`config.mk`:
```
export PLATFORM = sky130hd
export DESIGN_NAME = cacheResponse
export DESIGN_NICKNAME = d
export VERILOG_FILES = /design/src/cache_pkg.sv /design/src/cacheResponse.sv
export VERILOG_INCLUDE_DIRS = /design/src
export SDC_FILE = /design/constraint.sdc
export NUM_CORES = 1
export LEC_CHECK = 0
export ABC_AREA = 0
export BUFFER_PORTS_ARGS = -buffer_cell sky130_fd_sc_hd__buf_2
export CORE_UTILIZATION = 42
export CTS_CLUSTER_DIAMETER = 150
export DETAILED_ROUTE_END_ITERATION = 6
export GPL_TIMING_DRIVEN = 0
export HOLD_SLACK_MARGIN = 0.15
export PLACE_DENSITY = 0.74
export SLEW_MARGIN = 10
export SYNTH_ARGS = -nofsm -noshare
export SYNTH_HDL_FRONTEND = slang
export SYNTH_SLANG_ARGS = --single-unit
export TNS_END_PERCENT = 100
```
`constraint.sdc`:
```
create_clock -name clk -period 2.21 [get_ports clk]
set_clock_uncertainty 0.1 [all_clocks]
set_input_delay 0.442 -clock clk [delete_from_list [all_inputs] [get_ports clk]]
set_output_delay 0.442 -clock clk [all_outputs]
set_load 0.05 [all_outputs]
```
`src/cache_macros.svh`:
```
// cache geometry macros, address field widths for the two-way data cache
`ifndef CACHE_MACROS_SVH
`define CACHE_MACROS_SVH

// ----------------------------------------
// address and word
`define CACHE_ADDR_W     32
`define CACHE_WORD_W     32

// ----------------------------------------
// line layout
`define CACHE_LINE_WORDS 4
`define CACHE_OFFSET_W   4  // byte offset within a line
`define CACHE_WORDSEL_W  2

// sets and tag
`define CACHE_SETS       16
`define CACHE_INDEX_W    4
`define CACHE_TAG_W      (`CACHE_ADDR_W - `CACHE_INDEX_W - `CACHE_OFFSET_W)

`endif

```
`src/cache_pkg.sv`:
```
// cache package, opcode, controller state and status enums plus tag and line types
`include "cache_macros.svh"

package cache_pkg;

	typedef enum logic [1:0] {
		opRead,
		opWrite,
		opInvalidate
	} cacheOp;

	typedef enum logic [2:0] {
		stIdle,
		stLookup,
		stFlush,     // victim write-back request
		stFlushWait,
		stFill,      // line read request
		stFillWait,
		stFinish
	} ctrlState;

	typedef enum logic [2:0] {
		statHit,
		statMiss,
		statInvalClean,
		statInvalFlushed,
		statAbsent
	} respStatus;

	typedef logic [`CACHE_TAG_W-1:0] cacheTag;
	typedef logic [`CACHE_LINE_WORDS-1:0][`CACHE_WORD_W-1:0] cacheLine;  // word 0 low

endpackage

```
`src/cacheResponse.sv`:
```
// cache response stage, registers completion outputs and counts hits and misses
`timescale 1ns/1ps
`include "cache_macros.svh"

module cacheResponse (
	input logic clk,
	input logic reset,
	input logic finish,
	input cache_pkg::respStatus finStatus,
	input logic [`CACHE_WORD_W-1:0] finWord,
	output logic done,
	output cache_pkg::respStatus status,
	output logic [`CACHE_WORD_W-1:0] rdata,
	output logic [15:0] hitCount,
	output logic [15:0] missCount
);

	// ----------------------------------------
	// done and counters
	always_ff @(posedge clk) begin
		if (reset) begin
			done <= 1'b0;
			hitCount <= '0;
			missCount <= '0;
		end else begin
			done <= finish;
			if (finish && finStatus == cache_pkg::statHit)
				hitCount <= hitCount + 16'd1;
			if (finish && finStatus == cache_pkg::statMiss)
				missCount <= missCount + 16'd1;  // invalidates count in neither
		end
	end

	// held until the next completion
	always_ff @(posedge clk) begin
		if (finish) begin
			status <= finStatus;
			rdata <= finWord;
		end
	end

endmodule

```
* Word-level counts from Yosys, hierarchy flattened *
Index checks and enable logic that the tools add are counted.

storage, ports and cells
  bits in registers = 68
  output and inout bits = 68
  word-level logic and storage cells = 11

operators by class
  add/subtract/negate cells = 2
  equality and inequality tests = 1
  reductions and logical operators = 3

operators with widths
  cell                                                                    count
  16-bit by 1-bit adder with 16-bit output (second input constant)        2
  3-bit by 1-bit equality test with 1-bit output (second input constant)  1
  3-bit zero test                                                         1
  1-bit logical AND                                                       2

* Longest topological paths before layout *
  depth after elaboration = 2
  mapped depth = 5
  gate-level depth less buffers = 5

* Worst setup path before layout *
No wires, ideal clock.

  path kind = input-to-reg
  from = input port finStatus[0]
  to = register hitCount[15]
  library setup time = 0.121 ns
  arrival time = 2.189 ns
  data required time = 1.989 ns
  path slack = -0.200 ns
  stages = 5
  path through = or4b_1 > buf_2 > nor4_1 > nor3b_1 > mux2_2

between the ends
  longest elaborated chain between the ends = 2

RTL lines
  item                  line                 RTL
  start, declared       cacheResponse.sv:9   input cache_pkg::respStatus finStatus,
  3-bit zero test       cacheResponse.sv:27  if (finish && finStatus == cache_pkg::statHit)
  1-bit logical AND     cacheResponse.sv:27
  end signal, assigned  cacheResponse.sv:28  hitCount <= hitCount + 16'd1;
  end, declared         cacheResponse.sv:14  output logic [15:0] hitCount,

Every way passes these cells.
A chain may end at the register's enable or synchronous reset.

* Final worst setup path *
  from = input port finish
  to = register hitCount[15]

between the ends
  longest elaborated chain between the ends = 1

RTL lines
  item               line                 RTL
  start, declared    cacheResponse.sv:8   input logic finish,
  1-bit logical AND  cacheResponse.sv:27

Every way passes these cells.

==> impl_metrics.ini <==
[run_status]
outcome = finished, final reports clean

[critical_path]
cp_data_arrival_time_ps = 2220
r2r_start = hitCount[1]
regToRegEndpoint = hitCount[14]
regToRegSetupSlack_ps = 270
ff2ff_path_depth = 5
critPathLaunchType = input pin
cp-startpoint = finish
critPathMaxStageDelay_ps = 490
worst-path-max-fanout = 40
worst_ep_required_time_ps = 2320
end_kind = flip-flop
slowest_stage = or4b_4
path_cells = buf_12 > or4b_4 > buf_6 > nor4_4 > nor3b_2 > mux2_2
worst-setup-path-type = in -> reg

[yosys]
syn-cell-area_um2 = 2540
synth_cell_types = 30
synth_enable_flop_cells = 35
syn_avg_cell_area_um2 = 12.39
synth_seq_cells = 68
synth.area.top_cells = edfxtp_1, dfxtp_1, nor2_1, xnor2_1, xor2_1
async_reset_ff_share_pct = 0
ys_dominant_reg_cell = edfxtp_1
yosys_warnings = 0
synth_top_area_share_pct = 41.38
syn_nets = 245
synth.yosys.seq_area_share_pct = 67.39
yosys.area.top_type = edfxtp_1
synth_cells = 205

[clocking]
cts_tree = done
htreeDepth = 3
clockRootBuffer = clkbuf_8
clock-sinks = 68
clock_latency_ps = 330
clockBufferDepth = 2
postCtsSetupBuffers = 0
cts-buffers-inserted = 9
clkTransAtPathRegs_ps = 70

[power]
cellPowerDensity_nw_per_um2 = 761.1
leakagePower_nw = 1.403
ir_drop_v = 0.0004167

[worst_hold_path]
hold_start = finWord[5]
whs_path_depth = 1
hold_end = rdata[5]
worst_hold_path_type = in -> reg

[route]
drt-initial-drc-count = 77
routed_wl_um = 5416
ant_nets = 0
routed-via-count = 1975
wl_per_cell_um = 13.61
dr.pass1.iters = 4
drcViolationCount = 0
vias_per_cell = 4.962

[timing]
tns_ps = 0
setup_viol = 0
slew_headroom_pct = 44.67
slew_viol_final = 0
fmax_mhz = 475.9
period_needed_ps = 2101
finalHoldViolations = 0
tightest_slew_ps = 818.4
finalCritPeriodShare_pct = 95.07
rsz0062_at_grt = false
hold_ws_ps = 181.8

[cells_and_area]
final_nets = 361
syn2layout_area_growth_pct = 32.36
fin_cells = 398
drive_above_1_share_pct = 39.88
final_cell_mix = buf_2, edfxtp_1, dfxtp_1
n_antenna_cell = 0
final_common_cell = buf_2
num-fill-cells = 525

[floorplan]
start_util_pct = 44.75
pin_count = 106
fp.coreArea_um2 = 5675
die_area_um2 = 6362
rows = 27
die_w_um = 79.77
die_h_um = 79.77

[global_routing]
grt_overflow = 0
grt_pass1_wl_um = 8514
grt_max_degree = 41
grt_pass1_vias = 1829
grt_use_total_pct = 17.88
grt_antenna_before_repair = 0

[job]
drv_cap = 0

[placed_design]
numPortBuffers = 105
dpl.cell_count = 382
dp_hpwl_um = 3980
gp_congestion = 0.7521
[critical path: cells and delay by family]
kind                   cells  cell delay [ps]
muxes                      1              340
and+or+nand+nor            3             1060
buffers and inverters      2              340
[flip-flops by register name, indices dropped and copies added, names as in the netlist]
name and cells:
rdata 32, hitCount 16, missCount 16, status 3, done 1
[logic make-up (layout without fill, tap and decap cells)]
| logic type | Yosys count | in the layout | share of synthesized area (%) |
|---|---|---|---|
| AND/OR/NAND/NOR | 86 | 86 | 18.18 |
| flip-flops | 68 | 68 | 67.39 |
| XOR/XNOR | 18 | 18 | 6.207 |
| AO/OA/AOI/OAI | 15 | 15 | 3.104 |
| buffers and inverters | 10 | 131 | 1.527 |
| multiplexers | 6 | 6 | 2.611 |
| adder cells (fa/ha/maj) | 2 | 2 | 0.9851 |
[report_power, final]
group          internal, W  switching [W]  total [W]
registers          0.00139      0.0000147    0.00140
clock network     0.000400       0.000438   0.000838
logic            0.0000697       0.000251   0.000321
total              0.00185       0.000704    0.00256
[what timing repair did]
item,CTS,global route
hold buffers,0,0
pin swaps,1,0
resized for setup,3,1
setup endpoints to repair,12,2
[synth_stat cells (2+ instances only)]
cell	count
nand2_1	10
inv_1	4
nor2_1	24
xnor2_1	10
and3_1	3
xor2_1	8
nor4_1	5
ha_1	2
mux2_2	5
dfxtp_1	33
clkbuf_1	2
buf_1	3
nor3_1	4
a21oi_1	8
o21ai_0	6
nand3_1	10
nor2b_1	6
or3_1	6
nand4_1	9
edfxtp_1	35
and4_1	3
[layout make-up]
cell class                      count  area [um^2]  share of cell area (%)
Multi-Input combinational cell    127        813.3                   24.19
Inverter                            4        15.01                  0.4466
Tap cell                           72        90.09                   2.680
Sequential cell                    68         1713                   50.95
Clock inverter                      5        28.78                  0.8560
Timing Repair Buffer              105        540.5                   16.08
Buffer                              6        30.03                  0.8932
Clock buffer                       11        131.4                   3.908
[per-layer routing]
metal | routed length (um) | vias up | GRT usage [%]
met4 | 86 | 0 | 8.571
met2 | 2457 | 92 | 29.40
met3 | 433 | 10 | 3.771
li1 | - | 971 | -
met5 | 0 | - | 0
met1 | 2438 | 902 | 22.38
[stage by stage]
step / setup WS [ps] / util (%) / area [um^2] / total power (W)
final: 108.8 / 59.24 / 3362 / 0.002559
after CTS: 53.60 / 59.15 / 3357 / 0.002588
after global placement: -746.9 / 56.15 / 3187 / 0.001742
after global routing: 43.26 / 59.24 / 3362 / 0.002654
after detailed placement: -772.6 / 56.15 / 3187 / 0.001750
after floorplan: 8.237 / - / 2571 / 0.001645
[worst max-delay path by stage]
stage	cells past startpoint	end	slack, ps
floorplan	5	hitCount[12]	8
global placement	6	hitCount[15]	-750
detailed placement	6	hitCount[15]	-770
CTS	6	hitCount[15]	50
global route	6	hitCount[15]	40
finish	6	hitCount[15]	110
Note: power is estimated with default switching activity, not from simulation.
