`src/cache_macros.svh`:
```
// cache geometry macros, address field widths for the two-way data cache
`ifndef CACHE_MACROS_SVH
`define CACHE_MACROS_SVH

// ----------------------------------------
// address and word
`define CACHE_ADDR_W     32
`define CACHE_WORD_W     32

// ----------------------------------------
// line layout
`define CACHE_LINE_WORDS 4
`define CACHE_OFFSET_W   4  // byte offset within a line
`define CACHE_WORDSEL_W  2

// sets and tag
`define CACHE_SETS       16
`define CACHE_INDEX_W    4
`define CACHE_TAG_W      (`CACHE_ADDR_W - `CACHE_INDEX_W - `CACHE_OFFSET_W)

`endif

```
`src/cache_pkg.sv`:
```
// cache package, opcode, controller state and status enums plus tag and line types
`include "cache_macros.svh"

package cache_pkg;

	typedef enum logic [1:0] {
		opRead,
		opWrite,
		opInvalidate
	} cacheOp;

	typedef enum logic [2:0] {
		stIdle,
		stLookup,
		stFlush,     // victim write-back request
		stFlushWait,
		stFill,      // line read request
		stFillWait,
		stFinish
	} ctrlState;

	typedef enum logic [2:0] {
		statHit,
		statMiss,
		statInvalClean,
		statInvalFlushed,
		statAbsent
	} respStatus;

	typedef logic [`CACHE_TAG_W-1:0] cacheTag;
	typedef logic [`CACHE_LINE_WORDS-1:0][`CACHE_WORD_W-1:0] cacheLine;  // word 0 low

endpackage

```
`src/cacheIf.sv`:
```
// cache internal ports, tag lookup/update and data word/line access interfaces
`timescale 1ns/1ps
`include "cache_macros.svh"


interface dataPortIf;
	logic [`CACHE_INDEX_W-1:0] index;
	logic way;
	logic [`CACHE_WORDSEL_W-1:0] wordSel;
	logic wordWe;
	logic [`CACHE_WORD_W-1:0] wordIn;
	logic lineWe;
	cache_pkg::cacheLine lineIn;
	logic [`CACHE_WORD_W-1:0] wordOut;
	cache_pkg::cacheLine lineOut;

	modport controller (output index, way, wordSel, wordWe, wordIn, lineWe, lineIn,
		input wordOut, lineOut);
	modport store (input index, way, wordSel, wordWe, wordIn, lineWe, lineIn,
		output wordOut, lineOut);
endinterface

```
`src/cacheDataStore.sv`:
```
// data store, two ways of lines with a word port and a whole-line port
`timescale 1ns/1ps
`include "cache_macros.svh"

module cacheDataStore (
	input logic clk,
	dataPortIf.store dataPort
);

	cache_pkg::cacheLine lines [2][`CACHE_SETS];
	cache_pkg::cacheLine lineNext;

	// reads
	always_comb begin
		dataPort.lineOut = lines[dataPort.way][dataPort.index];
		dataPort.wordOut = dataPort.lineOut[dataPort.wordSel];
	end

	// ----------------------------------------
	// word write lands on top of a line fill
	always_comb begin
		lineNext = dataPort.lineWe ? dataPort.lineIn : lines[dataPort.way][dataPort.index];
		if (dataPort.wordWe)
			lineNext[dataPort.wordSel] = dataPort.wordIn;
	end

	always_ff @(posedge clk) begin
		if (dataPort.lineWe || dataPort.wordWe)
			lines[dataPort.way][dataPort.index] <= lineNext;
	end

endmodule

```
`src/flat_wrapper.sv`:
```
// flat-port wrapper written by rule: the top's interface ports become plain ports
module cacheDataStore_flat 
  (clk, dataPort_index, dataPort_way, dataPort_wordSel, dataPort_wordWe, dataPort_wordIn, dataPort_lineWe, dataPort_lineIn, dataPort_wordOut, dataPort_lineOut);
  dataPortIf dataPort_i ();
  input logic clk;
  input wire logic [$bits(dataPort_i.index)-1:0] dataPort_index;
  input wire logic [$bits(dataPort_i.way)-1:0] dataPort_way;
  input wire logic [$bits(dataPort_i.wordSel)-1:0] dataPort_wordSel;
  input wire logic [$bits(dataPort_i.wordWe)-1:0] dataPort_wordWe;
  input wire logic [$bits(dataPort_i.wordIn)-1:0] dataPort_wordIn;
  input wire logic [$bits(dataPort_i.lineWe)-1:0] dataPort_lineWe;
  input wire logic [$bits(dataPort_i.lineIn)-1:0] dataPort_lineIn;
  output wire logic [$bits(dataPort_i.wordOut)-1:0] dataPort_wordOut;
  output wire logic [$bits(dataPort_i.lineOut)-1:0] dataPort_lineOut;
  assign dataPort_i.index = dataPort_index;
  assign dataPort_i.way = dataPort_way;
  assign dataPort_i.wordSel = dataPort_wordSel;
  assign dataPort_i.wordWe = dataPort_wordWe;
  assign dataPort_i.wordIn = dataPort_wordIn;
  assign dataPort_i.lineWe = dataPort_lineWe;
  assign dataPort_i.lineIn = dataPort_lineIn;
  assign dataPort_wordOut = dataPort_i.wordOut;
  assign dataPort_lineOut = dataPort_i.lineOut;
  cacheDataStore u_core (.clk(clk), .dataPort(dataPort_i));
endmodule
```
`config.mk`:
```
export PLATFORM = sky130hd
export DESIGN_NAME = cacheDataStore_flat
export DESIGN_NICKNAME = d
export VERILOG_FILES = /design/src/cache_pkg.sv /design/src/cacheIf.sv /design/src/cacheDataStore.sv /design/src/flat_wrapper.sv
export VERILOG_INCLUDE_DIRS = /design/src
export SDC_FILE = /design/constraint.sdc
export NUM_CORES = 2
export LEC_CHECK = 0
export BUFFER_PORTS_ARGS = -buffer_cell sky130_fd_sc_hd__buf_4
export CORE_MARGIN = 5
export CORE_UTILIZATION = 30
export CTS_CLUSTER_SIZE = 12
export DETAILED_ROUTE_END_ITERATION = 7
export MAX_ROUTING_LAYER = met4
export PLACE_DENSITY = 0.43
export SYNTH_ARGS = -nofsm -noshare
export SYNTH_HDL_FRONTEND = slang
export SYNTH_SLANG_ARGS = --single-unit
```
`constraint.sdc`:
```
create_clock -name clk -period 14.15 [get_ports clk]
set_input_delay 0.7075 -clock clk [delete_from_list [all_inputs] [get_ports clk]]
set_output_delay 0.7075 -clock clk [all_outputs]
set_load 0.01 [all_outputs]
```
# --- Word level (Yosys, flattened, before mapping) ---
# Memory sizes are Yosys's and may differ from the RTL's.
# Cells that the tools add are included.
totals:
  regBits: 0
  output_inout_bits: 160
  mem_count: 1
  elab_cells: 23
  inputBits: 170
  ramBits: 4096
memory_table:
  columns: ["name", "depth", "width", "read_ports", "rd_ports_with_merged_regs", "wr", "line_no", "rtl"]
  rows:
  - ["u_core.lines", 2, 2048, 1, 0, 1, "cacheDataStore.sv:10", "cache_pkg::cacheLine lines [2][`CACHE_SETS];"]
classes:
  bitwise_logic: 1
  magnitude_cmp: 4
  reduce_logical: 3
  mux: 14
op_table:
  columns: ["operator", "count"]
  rows:
  - ["$mux W2048", 1]
  - ["$mux W128", 5]
  - ["$bmux W128 S4", 1]
  - ["$demux W128 S4", 1]
  - ["$bwmux W128", 1]
  - ["$bmux W32 S2", 1]
  - ["$demux W32 S2", 1]
  - ["$mux W32", 2]
  - ["$ge A5 B5 Y1 const B", 1]
  - ["$lt A5 B1 Y1 const B", 1]
  - ["$not A4 Y5", 1]
  - ["$lt A2 B3 Y1 const B", 1]
  - ["$ge A2 B1 Y1 const B", 1]
  - ["$logic_and A1 B1 Y1", 2]
  - ["$logic_or A1 B1 Y1", 1]
  - ["$mux W1", 1]

# --- Depth between registers and ports, before layout ---
depth:
  depth_word: 7
  mapped_depth: 10
  depth_no_buf: 6

# --- Least setup slack after synthesis ---
# OpenSTA, ideal clock, no wires.
synth_timing:
  path_type: "input-to-reg"
  startpoint: "input dataPort_index[1]"
  endpoint: "memory u_core.lines[0][1000] in the netlist's numbering, enable pin"
  cell_stages: 5
  n_path_buf: 2
  path_slack_ns: 3.049
  required_time_ns: 13.377
  setup_ns: 0.773
  arrival_ns: 10.328
  cell_sequence: "nor2_2 buf_2 buf_1 o21ai_1 nor3_1"
synth_via:
  elab_chain_cells: 6
  word_cells_on_any_way: 7
  cone_classes: "2 x order compare; 3 x mux; 1 x bitwise; 1 x reduce/logical"
synth_rtl:
  columns: ["element", "line_no", "rtl"]
  rows:
  - ["start: declaration", "flat_wrapper.sv:6", "input wire logic [$bits(dataPort_i.index)-1:0] dataPort_index;"]
  - ["$not A4 Y5 (implied by the code) *", "cacheDataStore.sv:29", "lines[dataPort.way][dataPort.index] <= lineNext;"]
  - ["$ge A5 B5 Y1 (implied by the code) or $lt A5 B1 Y1 (tied branches)", "cacheDataStore.sv:29", null]
  - ["$logic_and A1 B1 Y1 (implied by the code)", "cacheDataStore.sv:29", null]
  - ["$mux W128 (implied by the code)", "cacheDataStore.sv:29", null]
  - ["$demux W128 S4 *", "cacheDataStore.sv:29", null]
  - ["$mux W2048 (implied by the code) *", "cacheDataStore.sv:29", null]
  - ["end: declaration", "cacheDataStore.sv:10", null]
# Every way passes the cells marked *; elsewhere a longest branch is shown, timed or not.

# --- Worst setup path in the final report ---
layout_timing:
  startpoint: "input dataPort_way"
  endpoint: "output dataPort_wordOut[31]"
layout_via:
  elab_chain_cells: 6
layout_rtl:
  columns: ["element", "line_no", "rtl"]
  rows:
  - ["start: declaration", "flat_wrapper.sv:7", "input wire logic [$bits(dataPort_i.way)-1:0] dataPort_way;"]
  - ["$mem_v2 Z2 W2048", null, null]
  - ["$bmux W128 S4", "cacheDataStore.sv:15", "dataPort.lineOut = lines[dataPort.way][dataPort.index];"]
  - ["$mux W128 (implied by the code) (2 in a row)", "cacheDataStore.sv:15", null]
  - ["$bmux W32 S2", "cacheDataStore.sv:16", "dataPort.wordOut = dataPort.lineOut[dataPort.wordSel];"]
  - ["$mux W32 (implied by the code)", "cacheDataStore.sv:16", null]
  - ["end: declaration", "flat_wrapper.sv:13", "output wire logic [$bits(dataPort_i.wordOut)-1:0] dataPort_wordOut;"]
# Every way passes these cells. The select of a mux whose other input is x is not followed.

==> reports/results.ini <==
[detailed_routing]
drt_iter0_drc=8782
routedWlPerCell_um=32.8
drt_pre_antenna_iters=7
ant_nets=0
post-route-drc-count=0
via_per_inst=5.17
vias=89700
wirelength_mm=569

[synthesis]
yosysWarnings=0
synth_edf_count=4096
yosysSeqAreaShare_pct=75.9
async_reset_ff_share_pct=0
ys_types=26
synthFlopType=edfxtp_1
synth_top_area_share_pct=75.9
syn_inst=9301
syn-num-nets=9471
synth-simple-area-share_pct=3.80
syn_area_um2=162000
synthXorXnorAreaFrac_pct=0
post-synth-top-count-cell=edfxtp_1
synth_top_family_by_area=multiplexers
synth-seq-cells=4096
synth-compound-area-share_pct=4.81
yosys-mux-area-fraction_pct=13.4
synth_area_leaders=edfxtp_1, mux2i_1, a22oi_1
synth_commonest_cells=edfxtp_1, mux2i_1, a22oi_1
synthAdderAreaFrac_pct=0
avgSynthCellArea_um2=17.4
synth_top_area_cell=edfxtp_1

[critical_path]
required_ps=13440
crit_top_cell=buf_4
crit_slowest_cell=buf_4
cp-start-kind=input pin
crit_buf_inv=6
cp_cell_sequence=buf_16 > buf_4 > buf_4 > buf_4 > buf_4 > mux2i_1 > a22oi_1 > nand3_1 > nand4_1 > o22ai_1 > nor2_1 > buf_4
worst_setup_path_end_kind=primary output
arrival_ps=6390
crit_path_max_incr_delay_ps=880
critPathKind=input pin to primary output
cp_max_fo=84
cpLargestDelayFamily=buffers and inverters

[pwr]
swShare_pct=23.6
seq_power_share_pct=51.3
intPower_uw=20600
pwr-share-comb_pct=7.9
clkPwrFrac_pct=40.8
leakage_uw=0.0638
netSwitchingPower_uw=6380
power_density_nw_per_um2=144
vdd_drop_max_mv=0.107

[cells_and_area]
regMostFlops=u_core.lines
num-nets-final=9964
area_growth_pct=15.5
drive_gt1_share_pct=13.7
largest_reg_flops=4096
top_regs=u_core.lines (4096)

[clock_tree]
cts_setup_buffers=0
cts-root-buf=clkbuf_16
ctsResizeCount=0
insertion_delay_ps=1000
path_clk_slew_ps=60
cts.sinks=4096
cts_buffers=439
cts_tree=built
clock_path_buffers=4
cts_htree_levels=5
cts_hold_buf=0

[floorplan]
row_count=269
die_h_um=745
core_area_um2=538000
pin_count=330
dieArea_um2=555000
fp.dieW_um=745
start_util_pct=30.1

[global_routing]
grt_max_degree=140
overflow=0
grt_pass1_wl_mm=769
grt_pass1_vias=89300
antenna_found_initial=34
grt.total_usage_pct=20.4

[sta]
tns_ps=0
worst_pin_slew_ps=1400
fmax_mhz=141
timing.final.hold_violations=0
finalMaxSlewViolations=0
slew_headroom_pct=6.25
setup_violations=0
timing.hold.ws_ps=368
period_minus_slack_ps=7100
fin_skew_ps=60.1
min_period_over_period_pct=50.2
rsz0062_at_grt=false

[placed_design]
placement.io_buffers=329
routabilityCongestion=0.759
hpwlAfterDp_mm=292

[status]
status=finished clean

[worst_hold_path]
hold_path.class=input pin to register

[flow_run]
maxCapViolCount=0

-- cell families after synthesis --
family | Yosys count
flip-flops | 4096
multiplexers | 2176
AND/OR/NAND/NOR | 1238
AO/OA/AOI/OAI | 1220
buffers and inverters | 571
-- power groups by stage --
stage	Sequential (µW)	Clock, µW	Combinational (µW)
CTS	13900	11300	2140
detailed placement	14100	0	2140
global placement	14100	0	2100
finish	13900	11000	2120
floorplan	14100	0	1090
global route	13900	11800	2240
-- cell type report --
class	instances	area [µm²]
Tap cell	7181	8980
Fill cell	50900	350000
Clock inverter	240	2060
Clock buffer	564	11500
Sequential cell	4096	123000
Multi-Input combinational cell	4634	36400
Antenna cell	5	12.5
Timing Repair Buffer	623	5090
-- cell usage in the layout, fill, tap and decap left out, types with 3 or more instances in the layout --
cell type | netlist | final
a21oi_1 | 384 | 384
a22oi_1 | 640 | 640
buf_12 | 0 | 30
buf_4 | 86 | 590
bufinv_16 | 0 | 28
clkbuf_1 | 196 | 121
clkbuf_16 | 0 | 443
clkinv_1 | 0 | 126
clkinv_16 | 0 | 8
clkinv_2 | 0 | 62
diode_2 | 0 | 5
edfxtp_1 | 4096 | 4096
inv_16 | 0 | 4
inv_6 | 0 | 7
mux2i_1 | 2176 | 2176
nand2_1 | 516 | 514
nand2b_4 | 0 | 4
nand3_1 | 513 | 513
nand4_1 | 52 | 52
nand4_2 | 76 | 76
nor2_1 | 50 | 32
nor2_4 | 0 | 19
nor3_2 | 0 | 16
o21ai_1 | 132 | 41
o21ai_2 | 0 | 88
o21ai_4 | 0 | 3
o22ai_1 | 64 | 64
-- final timing paths --
path              cells past startpoint  slack (ps)             startpoint                     to
setup reg to reg                      6       10490  u_core.lines[1][1635]  u_core.lines[1][1251]
setup / recovery                     12        7050           dataPort_way   dataPort_wordOut[31]
hold / removal                        4         370    dataPort_wordIn[18]  u_core.lines[1][1042]
hold reg to reg                       7        1340   u_core.lines[0][188]  u_core.lines[0][1468]
-- worst min-delay path, stage by stage --
cell and delay (ps):
buf_4 130, nand2_1 50, o21ai_1 50, buf_4 220
-- metal layers --
layer / global-route usage [%] / part of all wire (%) / vias up
li1: - / - / 38100
met1: 27.4 / 44 / 48500
met2: 33.2 / 48 / 2515
met3: 2.84 / 5.0 / 634
met4: 4.44 / 2.4 / 0
met5: - / 0 / -
-- stage by stage --
step,utilization [%],setup WS [ps],area (µm²),power [µW],cells
after CTS,34.8,7210,187000,27300,17300
after detailed placement,32.3,7220,173000,16200,16500
after global routing,34.8,6900,187000,27900,17300
final,34.8,7050,187000,27000,17300
after floorplan,-,3050,162000,15200,9301
after global placement,32.3,7220,173000,16200,16500
(Power assumes the default switching activity.)
