File: src/cache_macros.svh
// cache geometry macros, address field widths for the two-way data cache
`ifndef CACHE_MACROS_SVH
`define CACHE_MACROS_SVH

// ----------------------------------------
// address and word
`define CACHE_ADDR_W     32
`define CACHE_WORD_W     32

// ----------------------------------------
// line layout
`define CACHE_LINE_WORDS 4
`define CACHE_OFFSET_W   4  // byte offset within a line
`define CACHE_WORDSEL_W  2

// sets and tag
`define CACHE_SETS       16
`define CACHE_INDEX_W    4
`define CACHE_TAG_W      (`CACHE_ADDR_W - `CACHE_INDEX_W - `CACHE_OFFSET_W)

`endif

File: src/cache_pkg.sv
// cache package, opcode, controller state and status enums plus tag and line types
`include "cache_macros.svh"

package cache_pkg;

	typedef enum logic [1:0] {
		opRead,
		opWrite,
		opInvalidate
	} cacheOp;

	typedef enum logic [2:0] {
		stIdle,
		stLookup,
		stFlush,     // victim write-back request
		stFlushWait,
		stFill,      // line read request
		stFillWait,
		stFinish
	} ctrlState;

	typedef enum logic [2:0] {
		statHit,
		statMiss,
		statInvalClean,
		statInvalFlushed,
		statAbsent
	} respStatus;

	typedef logic [`CACHE_TAG_W-1:0] cacheTag;
	typedef logic [`CACHE_LINE_WORDS-1:0][`CACHE_WORD_W-1:0] cacheLine;  // word 0 low

endpackage

File: src/cacheIf.sv
// cache internal ports, tag lookup/update and data word/line access interfaces
`timescale 1ns/1ps
`include "cache_macros.svh"

interface tagPortIf;
	logic [`CACHE_INDEX_W-1:0] index;
	cache_pkg::cacheTag lookupTag;
	// update side
	logic update;
	logic updWay;
	cache_pkg::cacheTag updTag;
	logic setValid;
	logic clearValid;
	logic setDirty;
	logic clearDirty;
	logic touch;
	logic touchWay;
	// lookup results
	logic hit;
	logic hitWay;
	logic victimWay;
	logic victimValid;
	logic victimDirty;
	cache_pkg::cacheTag victimTag;

	modport controller (
		output index, lookupTag, update, updWay, updTag, setValid, clearValid,
		output setDirty, clearDirty, touch, touchWay,
		input hit, hitWay, victimWay, victimValid, victimDirty, victimTag
	);
	modport store (
		input index, lookupTag, update, updWay, updTag, setValid, clearValid,
		input setDirty, clearDirty, touch, touchWay,
		output hit, hitWay, victimWay, victimValid, victimDirty, victimTag
	);
endinterface

interface dataPortIf;
	logic [`CACHE_INDEX_W-1:0] index;
	logic way;
	logic [`CACHE_WORDSEL_W-1:0] wordSel;
	logic wordWe;
	logic [`CACHE_WORD_W-1:0] wordIn;
	logic lineWe;
	cache_pkg::cacheLine lineIn;
	logic [`CACHE_WORD_W-1:0] wordOut;
	cache_pkg::cacheLine lineOut;

	modport controller (output index, way, wordSel, wordWe, wordIn, lineWe, lineIn,
		input wordOut, lineOut);
	modport store (input index, way, wordSel, wordWe, wordIn, lineWe, lineIn,
		output wordOut, lineOut);
endinterface

File: src/cacheController.sv
// cache controller, request capture and lookup/flush/fill sequencing
`timescale 1ns/1ps
`include "cache_macros.svh"

module cacheController (
	input logic clk,
	input logic reset,
	input logic reqValid,
	input cache_pkg::cacheOp reqOp,
	input logic [`CACHE_ADDR_W-1:0] reqAddr,
	input logic [`CACHE_WORD_W-1:0] reqWdata,
	output logic busy,
	tagPortIf.controller tagPort,
	dataPortIf.controller dataPort,
	output logic memReqValid,
	output logic memWrite,
	output logic [`CACHE_ADDR_W-1:0] memAddr,
	output cache_pkg::cacheLine memWline,
	input logic memRespValid,
	input cache_pkg::cacheLine memRline,
	output logic finish,
	output cache_pkg::respStatus finStatus,
	output logic [`CACHE_WORD_W-1:0] finWord
);

	cache_pkg::ctrlState state;
	cache_pkg::ctrlState nextState;
	logic finishQ;  // done cycle of the response stage
	// captured request
	cache_pkg::cacheOp opQ;
	cache_pkg::cacheTag tagQ;
	logic [`CACHE_INDEX_W-1:0] indexQ;
	logic [`CACHE_WORDSEL_W-1:0] wordSelQ;
	logic [`CACHE_WORD_W-1:0] wdataQ;
	// line picked at lookup
	logic wayQ;
	cache_pkg::cacheTag victimTagQ;
	logic selWay;
	logic curWay;
	logic [`CACHE_WORD_W-1:0] readHold;
	logic isWrite;
	logic isInval;

	assign busy = (state != cache_pkg::stIdle) || finishQ;
	assign isWrite = (opQ == cache_pkg::opWrite);
	assign isInval = (opQ == cache_pkg::opInvalidate);
	assign selWay = tagPort.hit ? tagPort.hitWay : tagPort.victimWay;
	assign curWay = (state == cache_pkg::stLookup) ? selWay : wayQ;

	// ----------------------------------------
	// store addressing
	assign tagPort.index = indexQ;
	assign tagPort.lookupTag = tagQ;
	assign tagPort.updWay = curWay;
	assign tagPort.updTag = tagQ;
	assign tagPort.touchWay = curWay;
	assign dataPort.index = indexQ;
	assign dataPort.way = curWay;
	assign dataPort.wordSel = wordSelQ;
	assign dataPort.wordIn = wdataQ;
	assign dataPort.lineIn = memRline;

	// memory port
	assign memReqValid = (state == cache_pkg::stFlush) || (state == cache_pkg::stFill);
	assign memWrite = (state == cache_pkg::stFlush);
	assign memAddr = (state == cache_pkg::stFlush) ?
		{victimTagQ, indexQ, {`CACHE_OFFSET_W{1'b0}}} :
		{tagQ, indexQ, {`CACHE_OFFSET_W{1'b0}}};
	assign memWline = dataPort.lineOut;

	assign finWord = (opQ == cache_pkg::opRead) ? dataPort.wordOut : readHold;

	// ----------------------------------------
	// next state and strobes
	always_comb begin
		nextState = state;
		finish = 1'b0;
		finStatus = cache_pkg::statHit;
		tagPort.update = 1'b0;
		tagPort.setValid = 1'b0;
		tagPort.clearValid = 1'b0;
		tagPort.setDirty = 1'b0;
		tagPort.clearDirty = 1'b0;
		tagPort.touch = 1'b0;
		dataPort.wordWe = 1'b0;
		dataPort.lineWe = 1'b0;
		case (state)
			cache_pkg::stIdle:
				if (reqValid && !busy)
					nextState = cache_pkg::stLookup;
			cache_pkg::stLookup: begin
				if (isInval) begin
					if (!tagPort.hit) begin
						finish = 1'b1;
						finStatus = cache_pkg::statAbsent;
						nextState = cache_pkg::stIdle;
					end else if (tagPort.victimDirty) begin
						nextState = cache_pkg::stFlush;  // write back before dropping
					end else begin
						tagPort.update = 1'b1;
						tagPort.clearValid = 1'b1;
						finish = 1'b1;
						finStatus = cache_pkg::statInvalClean;
						nextState = cache_pkg::stIdle;
					end
				end else if (tagPort.hit) begin
					finish = 1'b1;
					tagPort.touch = 1'b1;
					dataPort.wordWe = isWrite;
					tagPort.update = isWrite;
					tagPort.setDirty = isWrite;
					nextState = cache_pkg::stIdle;
				end else if (tagPort.victimValid && tagPort.victimDirty) begin
					nextState = cache_pkg::stFlush;
				end else begin
					nextState = cache_pkg::stFill;
				end
			end
			cache_pkg::stFlush:
				nextState = cache_pkg::stFlushWait;
			cache_pkg::stFlushWait:
				if (memRespValid) begin
					if (isInval) begin
						tagPort.update = 1'b1;
						tagPort.clearValid = 1'b1;
						tagPort.clearDirty = 1'b1;
						finish = 1'b1;
						finStatus = cache_pkg::statInvalFlushed;
						nextState = cache_pkg::stIdle;
					end else begin
						nextState = cache_pkg::stFill;
					end
				end
			cache_pkg::stFill:
				nextState = cache_pkg::stFillWait;
			cache_pkg::stFillWait:
				if (memRespValid) begin
					dataPort.lineWe = 1'b1;
					dataPort.wordWe = isWrite;  // merged over the fill
					tagPort.update = 1'b1;
					tagPort.setValid = 1'b1;
					tagPort.setDirty = isWrite;
					tagPort.clearDirty = !isWrite;
					tagPort.touch = 1'b1;
					nextState = cache_pkg::stFinish;
				end
			cache_pkg::stFinish: begin
				finish = 1'b1;
				finStatus = cache_pkg::statMiss;
				nextState = cache_pkg::stIdle;
			end
			default:
				nextState = cache_pkg::stIdle;
		endcase
	end

	// ----------------------------------------
	always_ff @(posedge clk) begin
		if (reset) begin
			state <= cache_pkg::stIdle;
			finishQ <= 1'b0;
		end else begin
			state <= nextState;
			finishQ <= finish;
		end
	end

	always_ff @(posedge clk) begin
		if (state == cache_pkg::stIdle && reqValid && !busy) begin
			opQ <= reqOp;
			tagQ <= reqAddr[`CACHE_ADDR_W-1 -: `CACHE_TAG_W];
			indexQ <= reqAddr[`CACHE_OFFSET_W +: `CACHE_INDEX_W];
			wordSelQ <= reqAddr[`CACHE_OFFSET_W-1 -: `CACHE_WORDSEL_W];
			wdataQ <= reqWdata;
		end
		if (state == cache_pkg::stLookup) begin
			wayQ <= selWay;
			victimTagQ <= tagPort.victimTag;
		end
		if (finish && opQ == cache_pkg::opRead)
			readHold <= finWord;  // last read word, reported on other ops
	end

endmodule

File: src/flat_wrapper.sv
// flat-port wrapper written by rule: the top's interface ports become plain ports
module cacheController_flat 
  (clk, reset, reqValid, reqOp, reqAddr, reqWdata, busy, memReqValid, memWrite, memAddr, memWline, memRespValid, memRline, finish, finStatus, finWord, tagPort_index, tagPort_lookupTag, tagPort_update, tagPort_updWay, tagPort_updTag, tagPort_setValid, tagPort_clearValid, tagPort_setDirty, tagPort_clearDirty, tagPort_touch, tagPort_touchWay, tagPort_hit, tagPort_hitWay, tagPort_victimWay, tagPort_victimValid, tagPort_victimDirty, tagPort_victimTag, dataPort_index, dataPort_way, dataPort_wordSel, dataPort_wordWe, dataPort_wordIn, dataPort_lineWe, dataPort_lineIn, dataPort_wordOut, dataPort_lineOut);
  tagPortIf tagPort_i ();
  dataPortIf dataPort_i ();
  input logic clk;
  input logic reset;
  input logic reqValid;
  input cache_pkg::cacheOp reqOp;
  input logic [`CACHE_ADDR_W-1:0] reqAddr;
  input logic [`CACHE_WORD_W-1:0] reqWdata;
  output logic busy;
  output logic memReqValid;
  output logic memWrite;
  output logic [`CACHE_ADDR_W-1:0] memAddr;
  output cache_pkg::cacheLine memWline;
  input logic memRespValid;
  input cache_pkg::cacheLine memRline;
  output logic finish;
  output cache_pkg::respStatus finStatus;
  output logic [`CACHE_WORD_W-1:0] finWord;
  output wire logic [$bits(tagPort_i.index)-1:0] tagPort_index;
  output wire logic [$bits(tagPort_i.lookupTag)-1:0] tagPort_lookupTag;
  output wire logic [$bits(tagPort_i.update)-1:0] tagPort_update;
  output wire logic [$bits(tagPort_i.updWay)-1:0] tagPort_updWay;
  output wire logic [$bits(tagPort_i.updTag)-1:0] tagPort_updTag;
  output wire logic [$bits(tagPort_i.setValid)-1:0] tagPort_setValid;
  output wire logic [$bits(tagPort_i.clearValid)-1:0] tagPort_clearValid;
  output wire logic [$bits(tagPort_i.setDirty)-1:0] tagPort_setDirty;
  output wire logic [$bits(tagPort_i.clearDirty)-1:0] tagPort_clearDirty;
  output wire logic [$bits(tagPort_i.touch)-1:0] tagPort_touch;
  output wire logic [$bits(tagPort_i.touchWay)-1:0] tagPort_touchWay;
  input wire logic [$bits(tagPort_i.hit)-1:0] tagPort_hit;
  input wire logic [$bits(tagPort_i.hitWay)-1:0] tagPort_hitWay;
  input wire logic [$bits(tagPort_i.victimWay)-1:0] tagPort_victimWay;
  input wire logic [$bits(tagPort_i.victimValid)-1:0] tagPort_victimValid;
  input wire logic [$bits(tagPort_i.victimDirty)-1:0] tagPort_victimDirty;
  input wire logic [$bits(tagPort_i.victimTag)-1:0] tagPort_victimTag;
  output wire logic [$bits(dataPort_i.index)-1:0] dataPort_index;
  output wire logic [$bits(dataPort_i.way)-1:0] dataPort_way;
  output wire logic [$bits(dataPort_i.wordSel)-1:0] dataPort_wordSel;
  output wire logic [$bits(dataPort_i.wordWe)-1:0] dataPort_wordWe;
  output wire logic [$bits(dataPort_i.wordIn)-1:0] dataPort_wordIn;
  output wire logic [$bits(dataPort_i.lineWe)-1:0] dataPort_lineWe;
  output wire logic [$bits(dataPort_i.lineIn)-1:0] dataPort_lineIn;
  input wire logic [$bits(dataPort_i.wordOut)-1:0] dataPort_wordOut;
  input wire logic [$bits(dataPort_i.lineOut)-1:0] dataPort_lineOut;
  assign tagPort_index = tagPort_i.index;
  assign tagPort_lookupTag = tagPort_i.lookupTag;
  assign tagPort_update = tagPort_i.update;
  assign tagPort_updWay = tagPort_i.updWay;
  assign tagPort_updTag = tagPort_i.updTag;
  assign tagPort_setValid = tagPort_i.setValid;
  assign tagPort_clearValid = tagPort_i.clearValid;
  assign tagPort_setDirty = tagPort_i.setDirty;
  assign tagPort_clearDirty = tagPort_i.clearDirty;
  assign tagPort_touch = tagPort_i.touch;
  assign tagPort_touchWay = tagPort_i.touchWay;
  assign tagPort_i.hit = tagPort_hit;
  assign tagPort_i.hitWay = tagPort_hitWay;
  assign tagPort_i.victimWay = tagPort_victimWay;
  assign tagPort_i.victimValid = tagPort_victimValid;
  assign tagPort_i.victimDirty = tagPort_victimDirty;
  assign tagPort_i.victimTag = tagPort_victimTag;
  assign dataPort_index = dataPort_i.index;
  assign dataPort_way = dataPort_i.way;
  assign dataPort_wordSel = dataPort_i.wordSel;
  assign dataPort_wordWe = dataPort_i.wordWe;
  assign dataPort_wordIn = dataPort_i.wordIn;
  assign dataPort_lineWe = dataPort_i.lineWe;
  assign dataPort_lineIn = dataPort_i.lineIn;
  assign dataPort_i.wordOut = dataPort_wordOut;
  assign dataPort_i.lineOut = dataPort_lineOut;
  cacheController u_core (.clk(clk), .reset(reset), .reqValid(reqValid), .reqOp(reqOp), .reqAddr(reqAddr), .reqWdata(reqWdata), .busy(busy), .tagPort(tagPort_i), .dataPort(dataPort_i), .memReqValid(memReqValid), .memWrite(memWrite), .memAddr(memAddr), .memWline(memWline), .memRespValid(memRespValid), .memRline(memRline), .finish(finish), .finStatus(finStatus), .finWord(finWord));
endmodule
File: config.mk
export PLATFORM = sky130hd
export DESIGN_NAME = cacheController_flat
export DESIGN_NICKNAME = d
export VERILOG_FILES = /design/src/cache_pkg.sv /design/src/cacheIf.sv /design/src/cacheController.sv /design/src/flat_wrapper.sv
export VERILOG_INCLUDE_DIRS = /design/src
export SDC_FILE = /design/constraint.sdc
export NUM_CORES = 1
export LEC_CHECK = 0
export ABC_CLOCK_PERIOD_IN_PS = 19280
export BUFFER_PORTS_ARGS = -buffer_cell sky130_fd_sc_hd__buf_2
export CAP_MARGIN = 20
export CORE_AREA = 2 2 315 317
export CTS_CLUSTER_DIAMETER = 200
export CTS_CLUSTER_SIZE = 14
export DETAILED_ROUTE_END_ITERATION = 10
export DIE_AREA = 0 0 317 319
export PLACE_DENSITY_LB_ADDON = 0.3
export SETUP_SLACK_MARGIN = 0.02
export SYNTH_ARGS = -nofsm -noshare
export SYNTH_HDL_FRONTEND = slang
export SYNTH_SLANG_ARGS = --single-unit
File: constraint.sdc
create_clock -name clk -period 19.28 [get_ports clk]
set_input_delay 3.856 -clock clk [delete_from_list [all_inputs] [get_ports clk]]
set_output_delay 3.856 -clock clk [all_outputs]
set_load 0.02 [all_outputs]
== Yosys cells after proc, flatten, opt, wreduce, memory -nomap -nowiden ==
Cells that the tools add are included.

* Register bits after elaboration: 125
* Bits of input ports: 387
* Output and inout port bits: 428
* Logic and storage cells: 76

* Eq/ne operators: 11
* Muxes and demuxes: 42
* Reduce and logical (&&, ||, !) cells: 13

{| class="wikitable"
|+ Operators by type and width
! cell !! count
|-
| $mux W32 || 2
|-
| $mux W3 || 11
|-
| $mux W1 || 18
|-
| $pmux W3 S6 || 1
|-
| $eq A3 B3 Y1 const B || 3
|-
| $pmux W3 S3 || 1
|-
| $pmux W1 S2 || 4
|-
| $eq A3 B2 Y1 const B || 2
|-
| $mux W2 || 3
|-
| $pmux W1 S3 || 2
|-
| $logic_and A1 B1 Y1 || 5
|-
| $ne A2 B2 Y1 const B || 2
|-
| $eq A3 B1 Y1 const B || 1
|-
| $logic_not A3 Y1 || 1
|-
| $reduce_and A3 Y1 || 1
|-
| $reduce_bool A3 Y1 || 1
|-
| $eq A2 B1 Y1 const B || 1
|-
| $eq A2 B2 Y1 const B || 1
|-
| $logic_not A1 Y1 || 2
|-
| $logic_not A2 Y1 || 1
|-
| $logic_or A1 B1 Y1 || 2
|-
| $ne A2 B1 Y1 const B || 1
|}

== Logic depth before layout (Yosys ltp) ==
Gate-level depths: netlist of run 1.

* Depth after elaboration: 6
* Mapped depth: 6
* Gate-level depth less buffers: 5

== Worst setup path before layout of run 1 ==
No wires, ideal clock.

* Path kind: in2reg
* Start: input port reqValid
* End: register u_core.indexQ[0] (netlist: u_core.dataPort.index[0]) (enable)
* Library setup time: 644 ps
* Data arrival time: 10011 ps
* Data required time: 18636 ps
* Path slack: 8624 ps
* Stages: 2
* Buffers on the path: 0
* Cells stage by stage: nand2b_1 nor4_1

* Cells in the longest elaborated chain, start to end: 2

{| class="wikitable"
|+ Ends and longest elaborated chain
! item !! line !! source
|-
| start: declaration || flat_wrapper.sv:8 || <nowiki>input logic reqValid;</nowiki>
|-
| $logic_and A1 B1 Y1 (2 in a row) || cacheController.sv:169 || <nowiki>if (state == cache_pkg::stIdle && reqValid && !busy) begin</nowiki>
|-
| end signal: assignment || cacheController.sv:172 || <nowiki>indexQ <= reqAddr[`CACHE_OFFSET_W +: `CACHE_INDEX_W];</nowiki>
|-
| end: declaration || cacheController.sv:32 || <nowiki>logic [`CACHE_INDEX_W-1:0] indexQ;</nowiki>
|}

No other way between the ends.
A chain may end at the register's enable or synchronous reset.

== Worst setup path after layout of run 1 ==
* Start: input port tagPort_hit
* End: output port dataPort_wordWe

* Cells in the longest elaborated chain, start to end: 3

{| class="wikitable"
|+ Ends and longest elaborated chain
! item !! line !! source
|-
| start: declaration || flat_wrapper.sv:33 || <nowiki>input wire logic [$bits(tagPort_i.hit)-1:0] tagPort_hit;</nowiki>
|-
| $mux W1 || cacheController.sv:106 || <nowiki>end else if (tagPort.hit) begin</nowiki>
|-
| $mux W1 || cacheController.sv:92 || <nowiki>if (isInval) begin</nowiki>
|-
| $pmux W1 S2 || cacheController.sv:87 || <nowiki>case (state)</nowiki>
|-
| end: declaration || flat_wrapper.sv:42 || <nowiki>output wire logic [$bits(dataPort_i.wordWe)-1:0] dataPort_wordWe;</nowiki>
|}

No other way between the ends.

==> impl_metrics.ini, run 1 <==
[clock_tree]
cts_root_buffer = clkbuf_16
hold_buffers = 0
cts_max_level = 4
cts_buffer_depth = 2
clk_pin_slew_ns = 0.06
worstSkewPairLatency_ns = 0.45
cts_resized = 0
cts_tree = yes
postCtsSetupRepairBufs = 0
cts_made_buffers = 17
clock-sinks = 125

[grt]
grt_pass1_vias = 4423
grt_max_degree = 60
antenna_found_initial = 12
grt_usage_pct = 7.52
grt_overflow = 0
grt_pass1_wl_mm = 47.9

[worst_hold_path]
hold_class = reg -> reg

[detailed_routing]
final_antenna_net_count = 0
drt-total-wl_mm = 39.7
viasPerCell = 2.18
wl_per_cell_um = 21.3
drtPass1Iterations = 4
vias = 4071
drt_iter0_markers = 222
drc = 0

[pwr]
power.leakage_uw = 0.00300
vdd_drop_max_mv = 0.0926
switchingPower_uw = 296
pwr-share-comb_pct = 22.6
cellPowerDensity_nw_per_um2 = 104
p_int_uw = 576
clkPwrFrac_pct = 36.2
swShare_pct = 33.9
p_seq_share_pct = 41.3

[final_layout]
fin_area_um2 = 8410
diodes = 0
area_delta_synth_final_pct = 20.1
nNetsFinal = 954
n_fill_cell = 11269
drive_above_1_share_pct = 67.6
ff_latch_area_um2 = 3700
multi_input_area_um2 = 1030
final_core_util_pct = 8.61

[die]
core_um2 = 97700
dieArea_um2 = 101000
std_cell_rows = 115
fp.dieW_um = 317
die_h_um = 319
start_util_pct = 7.16
ioPinCount = 815

[synthesis]
synth_top_cells_by_area = edfxtp_1 (51%), buf_4 (32%), mux2_2 (9.0%), dfxtp_1 (1.4%), a21oi_1 (0.57%)
netlist_area_um2 = 7000
synth_top_area_share_pct = 51.5
syn_inst = 552
synth_top_cell_by_area = edfxtp_1
yosysWarnings = 0
synth-seq-area-share_pct = 52.9
syn_avg_cell_area_um2 = 12.7
synth.distinct_cells = 35
ys_ff_latch = 125

[setup_path]
worstSetupPathType = in -> out
crit_path_start_kind = primary input
required_ns = 15.42
critPathMaxFanout = 9
endpoint_kind = output port
arrival_ns = 4.70

[timing]
drv_slew = 0
rsz0062_at_grt = no
fmax_mhz = 117
period_share_pct = 44.4
skew_ns = 0.00875
setup_tns_ns = 0
period_minus_slack_ns = 8.56
maxSlewHeadroom_pct = 31.4
finalHoldViolations = 0
worst_pin_slew_ns = 1.03
finalSetupViolCount = 0

[placed_design]
placed_area_um2 = 7860
port_buffers = 296
hpwl_mm = 34.6
place.gp.congestion = 0.761

[flow_run]
drv_cap = 0

[status]
status = finished clean
[power groups by stage]
stage	Sequential [µW]	Clock, µW	Combinational, µW
floorplan	376	0	189
global placement	367	0	204
detailed placement	367	0	203
CTS	362	334	204
global route	364	341	212
finish	360	315	197
[critical path, cell delays in order]
cell and delay (ns):
buf_2 0.17, nand2_1 0.20, a21oi_1 0.27, buf_2 0.20
[Yosys cell counts, drive strengths merged]
cell	n
nand3b	2
a21oi	8
nor3b	1
o311a	2
o21a	1
edfxtp	120
nand2b	7
and2b	1
nand3	1
or2	1
dfxtp	5
conb	1
nor4	1
nor2	8
mux2i	2
mux2	56
o211ai	1
a21boi	1
nand2	9
o31a	1
a31oi	1
nor3	5
nor2b	3
inv	4
o22ai	1
o21ai	4
buf	305
[metal layers]
layer | track usage (%) | share of wire (%) | up-vias
li1 | - | - | 1615
met1 | 5.36 | 24 | 1786
met2 | 13.6 | 51 | 521
met3 | 6.06 | 19 | 137
met4 | 4.13 | 5.0 | 12
met5 | 0 | 0.18 | -
[registers in the layout, summed over array words and instances (netlist names)]
register,count
u_core.dataPort.wordIn,32
u_core.readHold,32
u_core.tagPort.lookupTag,24
u_core.victimTagQ,24
u_core.dataPort.index,4
u_core.state,3
u_core.dataPort.wordSel,2
u_core.opQ,2
u_core.finishQ,1
u_core.wayQ,1
[layout by cell type (no fill, tap or decap), drive strengths merged, types with 2 or more instances in the layout]
cell type	instances
buf	298
edfxtp	120
mux2	56
clkbuf	18
nand2	9
clkinv	9
a21oi	8
nor2	8
nand2b	7
nor3	5
dfxtp	5
inv	5
conb	4
o21ai	4
nor2b	3
clkinvlp	3
nand3b	2
mux2i	2
o311a	2
[layout make-up]
type	count	share of cell area, %
sequential	125	44.0
tap	1287	19.1
timing repair buffer	298	17.8
multi-input combinational	121	12.3
clock buffer	18	5.10
clock inverter	14	1.46
inverter	4	0.179
[cell families (layout without fill, tap and decap cells)]
group	count (synthesis)	in the layout	synth area share, %
flops	125	125	52.9
mux	58	58	9.30
compound gates	20	20	1.82
buf+inv	309	334	32.8
simple gates	39	39	3.09
other cells	1	4	0.0536
[worst paths after layout]
| kind | from | to | slack [ns] | cells after the start |
|---|---|---|---|---|
| worst max-delay path | tagPort_hit | dataPort_wordWe | 10.72 | 4 |
| worst min register to register | u_core.wayQ | u_core.wayQ | 0.56 | 2 |
| worst max register to register | u_core.state[0] | u_core.readHold[15] | 16.33 | 6 |
| worst min-delay path | u_core.wayQ | u_core.wayQ | 0.56 | 2 |
[through the flow]
step                setup slack (ns)  total power [µW]  hold slack [ns]  instances
finish                         10.72               872            0.561       1867
CTS                            10.69               900            0.554       1867
global route                   10.61               917            0.583       1867
floorplan                       8.62               565            0.626        555
detailed placement             10.69               570            0.528       1835
global placement               10.73               571            0.520       1835
Power figures use the tool's default switching activity.
==> run 2, diff against run 1 <==
- ABC_CLOCK_PERIOD_IN_PS: 19280 -> 8700
- clock period: 19.28 -> 8.7 ns (I/O delays scaled with it)
==> run 2 against run 1 <==
  * Power is 130% higher
  * First-iteration DRC count fell by 2.7%
  * Global-route usage about the same
  * Final cell count about the same
  * Combinational power rose by 120%
  * Critical path type is now reg -> out
  * Critical endpoint is now tagPort_update
==> impl_metrics.ini, run 2 (synthesis results as in run 1) <==
[status]
status = finished clean

[worst_hold_path]
hold_class = reg -> reg
worstHoldPathCells = 2

[setup_path]
worstSetupPathType = reg -> out
critPathMaxStageDelay_ns = 0.61
arrival_ns = 2.83
endpoint_kind = output port
worstPathCellList = nand2b_1, or2_4, inv_2, nand2_1, o22ai_1, buf_2
critPathTopFamily = simple AND/OR/NAND/NOR gates
required_ns = 6.96
crit_slowest_cell = dfxtp_1
ff2ff_path_depth = 6
critPathLaunch = u_core.state[0]
critical_path_cell_count = 6
rrSetupSlack_ns = 5.76
crit_path_start_kind = flop
timing.rr.start = u_core.state[0]
cp_num_buf_inv = 2
critPathMaxFanout = 25
crit_path_end = tagPort_update
worstReg2RegEnd = u_core.readHold[15]

[grt]
grt_pass1_vias = 4345
antenna_found_initial = 12
grt_pass1_wl_mm = 47.9
grt_usage_pct = 7.55
grt_max_degree = 60
grt_overflow = 0

[timing]
setup_tns_ns = 0
fin_ws_ns = 4.13
maxSlewHeadroom_pct = 28.1
fmax_mhz = 219
period_share_pct = 52.6
worst_pin_slew_ns = 1.08
rsz0062_at_grt = no
drv_slew = 0
period_minus_slack_ns = 4.57
skew_ns = 0.0208
finalSetupViolCount = 0
finalHoldViolations = 0

[die]
core_um2 = 97700
std_cell_rows = 115
start_util_pct = 7.16
dieArea_um2 = 101000
ioPinCount = 815
die_h_um = 319
fp.dieW_um = 317

[final_layout]
final_cell_mix = buf_2 (296), edfxtp_1 (120), mux2_2 (56), clkbuf_16 (17)
nNetsFinal = 954
final_common_cell = buf_2
drive_above_1_share_pct = 67.9
n_fill_cell = 11255
area_delta_synth_final_pct = 21.0

[clock_tree]
worstSkewPairLatency_ns = 0.47
cts_made_buffers = 17
cts_max_level = 4
cts_resized = 0
cts_tree = yes
hold_buffers = 0
clk_pin_slew_ns = 0.07
cts_buffer_depth = 2
clock-sinks = 125
postCtsSetupRepairBufs = 0
cts_root_buffer = clkbuf_16

[detailed_routing]
final_antenna_net_count = 0
viasPerCell = 2.16
drt-total-wl_mm = 39.9
drc = 0
wl_per_cell_um = 21.4
vias = 4040
drtPass1Iterations = 4
drt_iter0_markers = 216

[placed_design]
place_worst_setup_slack_ns = 4.39
place.gp.congestion = 0.760
port_buffers = 296
hpwl_mm = 34.6

[flow_run]
drv_cap = 0

[pwr]
cellPowerDensity_nw_per_um2 = 237
power.leakage_uw = 0.00303
vdd_drop_max_mv = 0.219
[run 2: cell types whose count changed in the layout (fill, tap and decap cells not counted)]
| cell | change |
|---|---|
| inv_6 | +4 |
| clkinvlp_4 | -3 |
| bufinv_16 | +2 |
| clkinv_1 | -2 |
| clkinv_2 | -1 |
| diode_2 | +1 |
[run 2: area by class of cell]
type                       count  area [µm²]  area share (%)
antenna                        1        2.50          0.0295
clock buffer                  18         429            5.07
clock inverter                14         183            2.16
inverter                       4        15.0           0.177
multi-input combinational    121        1030            12.2
sequential                   125        3700            43.7
tap                         1287        1610            19.0
timing repair buffer         298        1500            17.7
[run 2: metrics by stage]
step	total power, µW	hold WS [ns]	utilization (%)	cells	cell area (µm²)
floorplan	1250	0.626	-	555	7010
global placement	1260	0.521	8.04	1835	7860
detailed placement	1260	0.528	8.04	1835	7860
CTS	2070	0.551	8.67	1867	8470
global route	2110	0.585	8.67	1868	8470
finish	2010	0.543	8.67	1868	8470
[run 2: worst min-delay path, cell delays in order, from the launching register on]
cell     delay [ns]
dfxtp_1        0.31
nand2_1        0.04
o21ai_0        0.13
[run 2: report_power, final]
| group | total, µW | leakage (µW) | switching (µW) | internal [µW] |
|---|---|---|---|---|
| logic | 438 | 0.00158 | 297 | 141 |
| registers | 797 | 0.00116 | 52.7 | 744 |
| clock network | 775 | 0.000300 | 319 | 456 |
[run 2: how the worst min path moves through the flow]
stage | start | to | slack (ns)
after global routing | u_core.readHold[10] | u_core.readHold[10] | 0.58
after detailed placement | u_core.wayQ | u_core.wayQ | 0.53
final | u_core.wayQ | u_core.wayQ | 0.54
after global placement | u_core.wayQ | u_core.wayQ | 0.52
after CTS | u_core.wayQ | u_core.wayQ | 0.55
after floorplan | u_core.state[2] | u_core.state[2] | 0.63
[run 2: layer usage]
metal,GRT usage [%],share of wire (%),up-vias
met1,5.44,24,1761
li1,-,-,1617
met4,4.74,5.6,12
met3,5.79,19,144
met2,13.5,51,506
met5,0,0.21,-
==> run 3, diff against run 2 <==
- ABC_AREA: default -> 1
- ABC_CLOCK_PERIOD_IN_PS: 8700 -> 4700
- CORE_AREA: 2 2 315 317 -> 2 2 316 318
- DIE_AREA: 0 0 317 319 -> 0 0 318 320
- clock period: 8.7 -> 4.7 ns (I/O delays scaled with it)
==> run 3 against run 2 <==
  * Non-clock buffer count is 4 higher
  * Final cell count is 7.2% higher
  * First-iteration DRC count is 42% lower
  * Critical path type unchanged
  * Die area up 0.63%
  * Synthesized cell count increased by 24%
  * Via count is 12% higher
  * Critical path depth stayed put
  * Worst setup slack got worse by 3.2 ns
  * Register-to-register slack lost 3.5 ns
  * Combinational power grew to 4.5 times the previous value
  * Area after synthesis is 0.54% higher
  * Wire length is 13% higher
==> impl_metrics.ini, run 3 <==
[grt]
grt_pass1_wl_mm = 55.0
grt_pass1_vias = 4820
grt_overflow = 0
grt_usage_pct = 8.58
antenna_found_initial = 9
grt_max_degree = 37

[setup_path]
worstSetupPathType = reg -> out
worstReg2RegEnd = u_core.readHold[15]
critPathMaxFanout = 28
endpoint_kind = output port
arrival_ns = 2.88
critPathLaunch = u_core.state[2]
required_ns = 3.76
crit_path_start_kind = flop
ff2ff_path_depth = 6
rrSetupSlack_ns = 2.25
timing.rr.start = u_core.opQ[1]

[synthesis]
synth_top_cell_by_area = edfxtp_1
synth_common_cells = buf_4 (299), nand2_1 (189), edfxtp_1 (120)
syn_avg_cell_area_um2 = 10.3
yosysWarnings = 0
ys_async_sr_fraction_pct = 0
netlist_area_um2 = 7040
synth.distinct_cells = 26
synth_top_cells_by_area = edfxtp_1 (51%), buf_4 (32%), nand2_1 (10%), dfxtp_1 (1.4%), nand3_1 (0.57%)
synth-main-ff-cell = edfxtp_1
synth_top_area_share_pct = 51.2
synth_edf_count = 120
yosysMostFrequentCell = buf_4
synth-seq-area-share_pct = 52.6
ys_ff_latch = 125
syn_inst = 683

[timing]
finalHoldViolations = 0
drv_slew = 0
maxSlewHeadroom_pct = 39.2
skew_ns = 0.0133
fmax_mhz = 262
setup_tns_ns = 0
finalSetupViolCount = 0
worst_pin_slew_ns = 0.910
whs_ns = 0.538
period_share_pct = 81.2
rsz0062_at_grt = no
period_minus_slack_ns = 3.82

[worst_hold_path]
hold_start = u_core.readHold[15]
worstHoldPathCells = 2
hold-path-endpoint = u_core.readHold[15]
hold_class = reg -> reg

[die]
ioPinCount = 815
dieArea_um2 = 102000
die_h_um = 320
start_util_pct = 7.18
core_um2 = 98000
fp.dieW_um = 318
std_cell_rows = 115

[clock_tree]
postCtsSetupRepairBufs = 0
cts_made_buffers = 17
cts_tree = yes
cts_resized = 0
clk_pin_slew_ns = 0.06
hold_buffers = 0
worstSkewPairLatency_ns = 0.47
cts_max_level = 4
cts_root_buffer = clkbuf_16
clock-sinks = 125
cts_buffer_depth = 2

[pwr]
vdd_drop_max_mv = 0.367
cellPowerDensity_nw_per_um2 = 599
pwr-share-comb_pct = 38.5
p_seq_share_pct = 34.3
power.leakage_uw = 0.00342
switchingPower_uw = 2220
swShare_pct = 43.5
p_int_uw = 2890
clkPwrFrac_pct = 27.1
power.total_uw = 5110

[status]
status = finished clean

[detailed_routing]
drtPass1Iterations = 4
vias = 4509
drt-total-wl_mm = 45.1
final_antenna_net_count = 0
viasPerCell = 2.25
drt_iter0_markers = 126
drc = 0
wl_per_cell_um = 22.5

[final_layout]
area_delta_synth_final_pct = 21.2
final_core_util_pct = 8.71
drive_above_1_share_pct = 50.3
nNetsFinal = 1086
final_common_cell = buf_2
final_cell_mix = buf_2 (296), nand2_1 (189), edfxtp_1 (120), clkbuf_16 (17), inv_2 (9)

[flow_run]
drv_cap = 0

[placed_design]
place.gp.congestion = 0.824
hpwl_mm = 40.1
port_buffers = 296
run 3: cell count changes in the layout (fill, tap and decap cells not counted), sizes merged, moves of 4 or more:
cell    delta
mux2      -56
nor2       +6
clkinv     -4
nand2    +183
inv       +18
nand3     +10
nand2b     -7
buf        +4
run 3: critical path, stage by stage (launching register included):
cell and delay [ns]:
dfxtp_1 0.43, inv_4 0.13, nand3_4 0.42, inv_2 0.74, nand2_1 0.12, nand2_1 0.28, buf_2 0.23
run 3: worst max path at each step:
stage                               end  slack (ns)  cells after the start
2_1_floorplan  u_core.dataPort.index[0]        0.56                      2
3_3_place_gp                memAddr[22]        1.28                      6
3_5_place_dp                memAddr[22]        1.26                      6
4_1_cts                     memAddr[22]        0.72                      6
5_1_grt                     memAddr[22]        0.67                      6
6_report                    memAddr[22]        0.88                      6
run 3: metrics by stage:
stage	instance area (µm²)	setup slack [ns]	std cells
after detailed placement	7910	1.26	1966
after global placement	7910	1.28	1966
after floorplan	7050	0.565	686
final	8530	0.882	2003
after global routing	8520	0.666	1999
after CTS	8510	0.724	1998
run 3: cells by family after synthesis:
family	synth area share (%)
AO/OA/AOI/OAI	0.676
buffers and inverters	33.6
flip-flops	52.6
other	0.0533
AND/OR/NAND/NOR	13.0
run 3: cell type report:
cell class,instances,area [µm²]
fillers,11403,89500
flip-flops and latches,125,3700
well taps,1287,1610
repair buffers,302,1550
multi-input cells,235,990
clock buffers,17,425
clock inverters,15,176
inverters,18,70.1
diodes,4,10.0
run 3: power groups by stage:
stage / Clock (µW) / Sequential, µW / Combinational, µW
3_5_place_dp: 0 / 1800 / 2030
4_1_cts: 1450 / 1780 / 2040
3_3_place_gp: 0 / 1790 / 2040
5_1_grt: 1490 / 1790 / 2140
2_1_floorplan: 0 / 1910 / 1360
6_report: 1390 / 1750 / 1970
run 3: per-layer routing:
| metal | vias up | global-route usage [%] | part of all wire [%] |
|---|---|---|---|
| met5 | - | 0.426 | 0.21 |
| met4 | 8 | 3.47 | 3.3 |
| met3 | 92 | 9.43 | 23 |
| met2 | 573 | 15.7 | 52 |
| met1 | 1908 | 4.92 | 21 |
| li1 | 1928 | - | - |
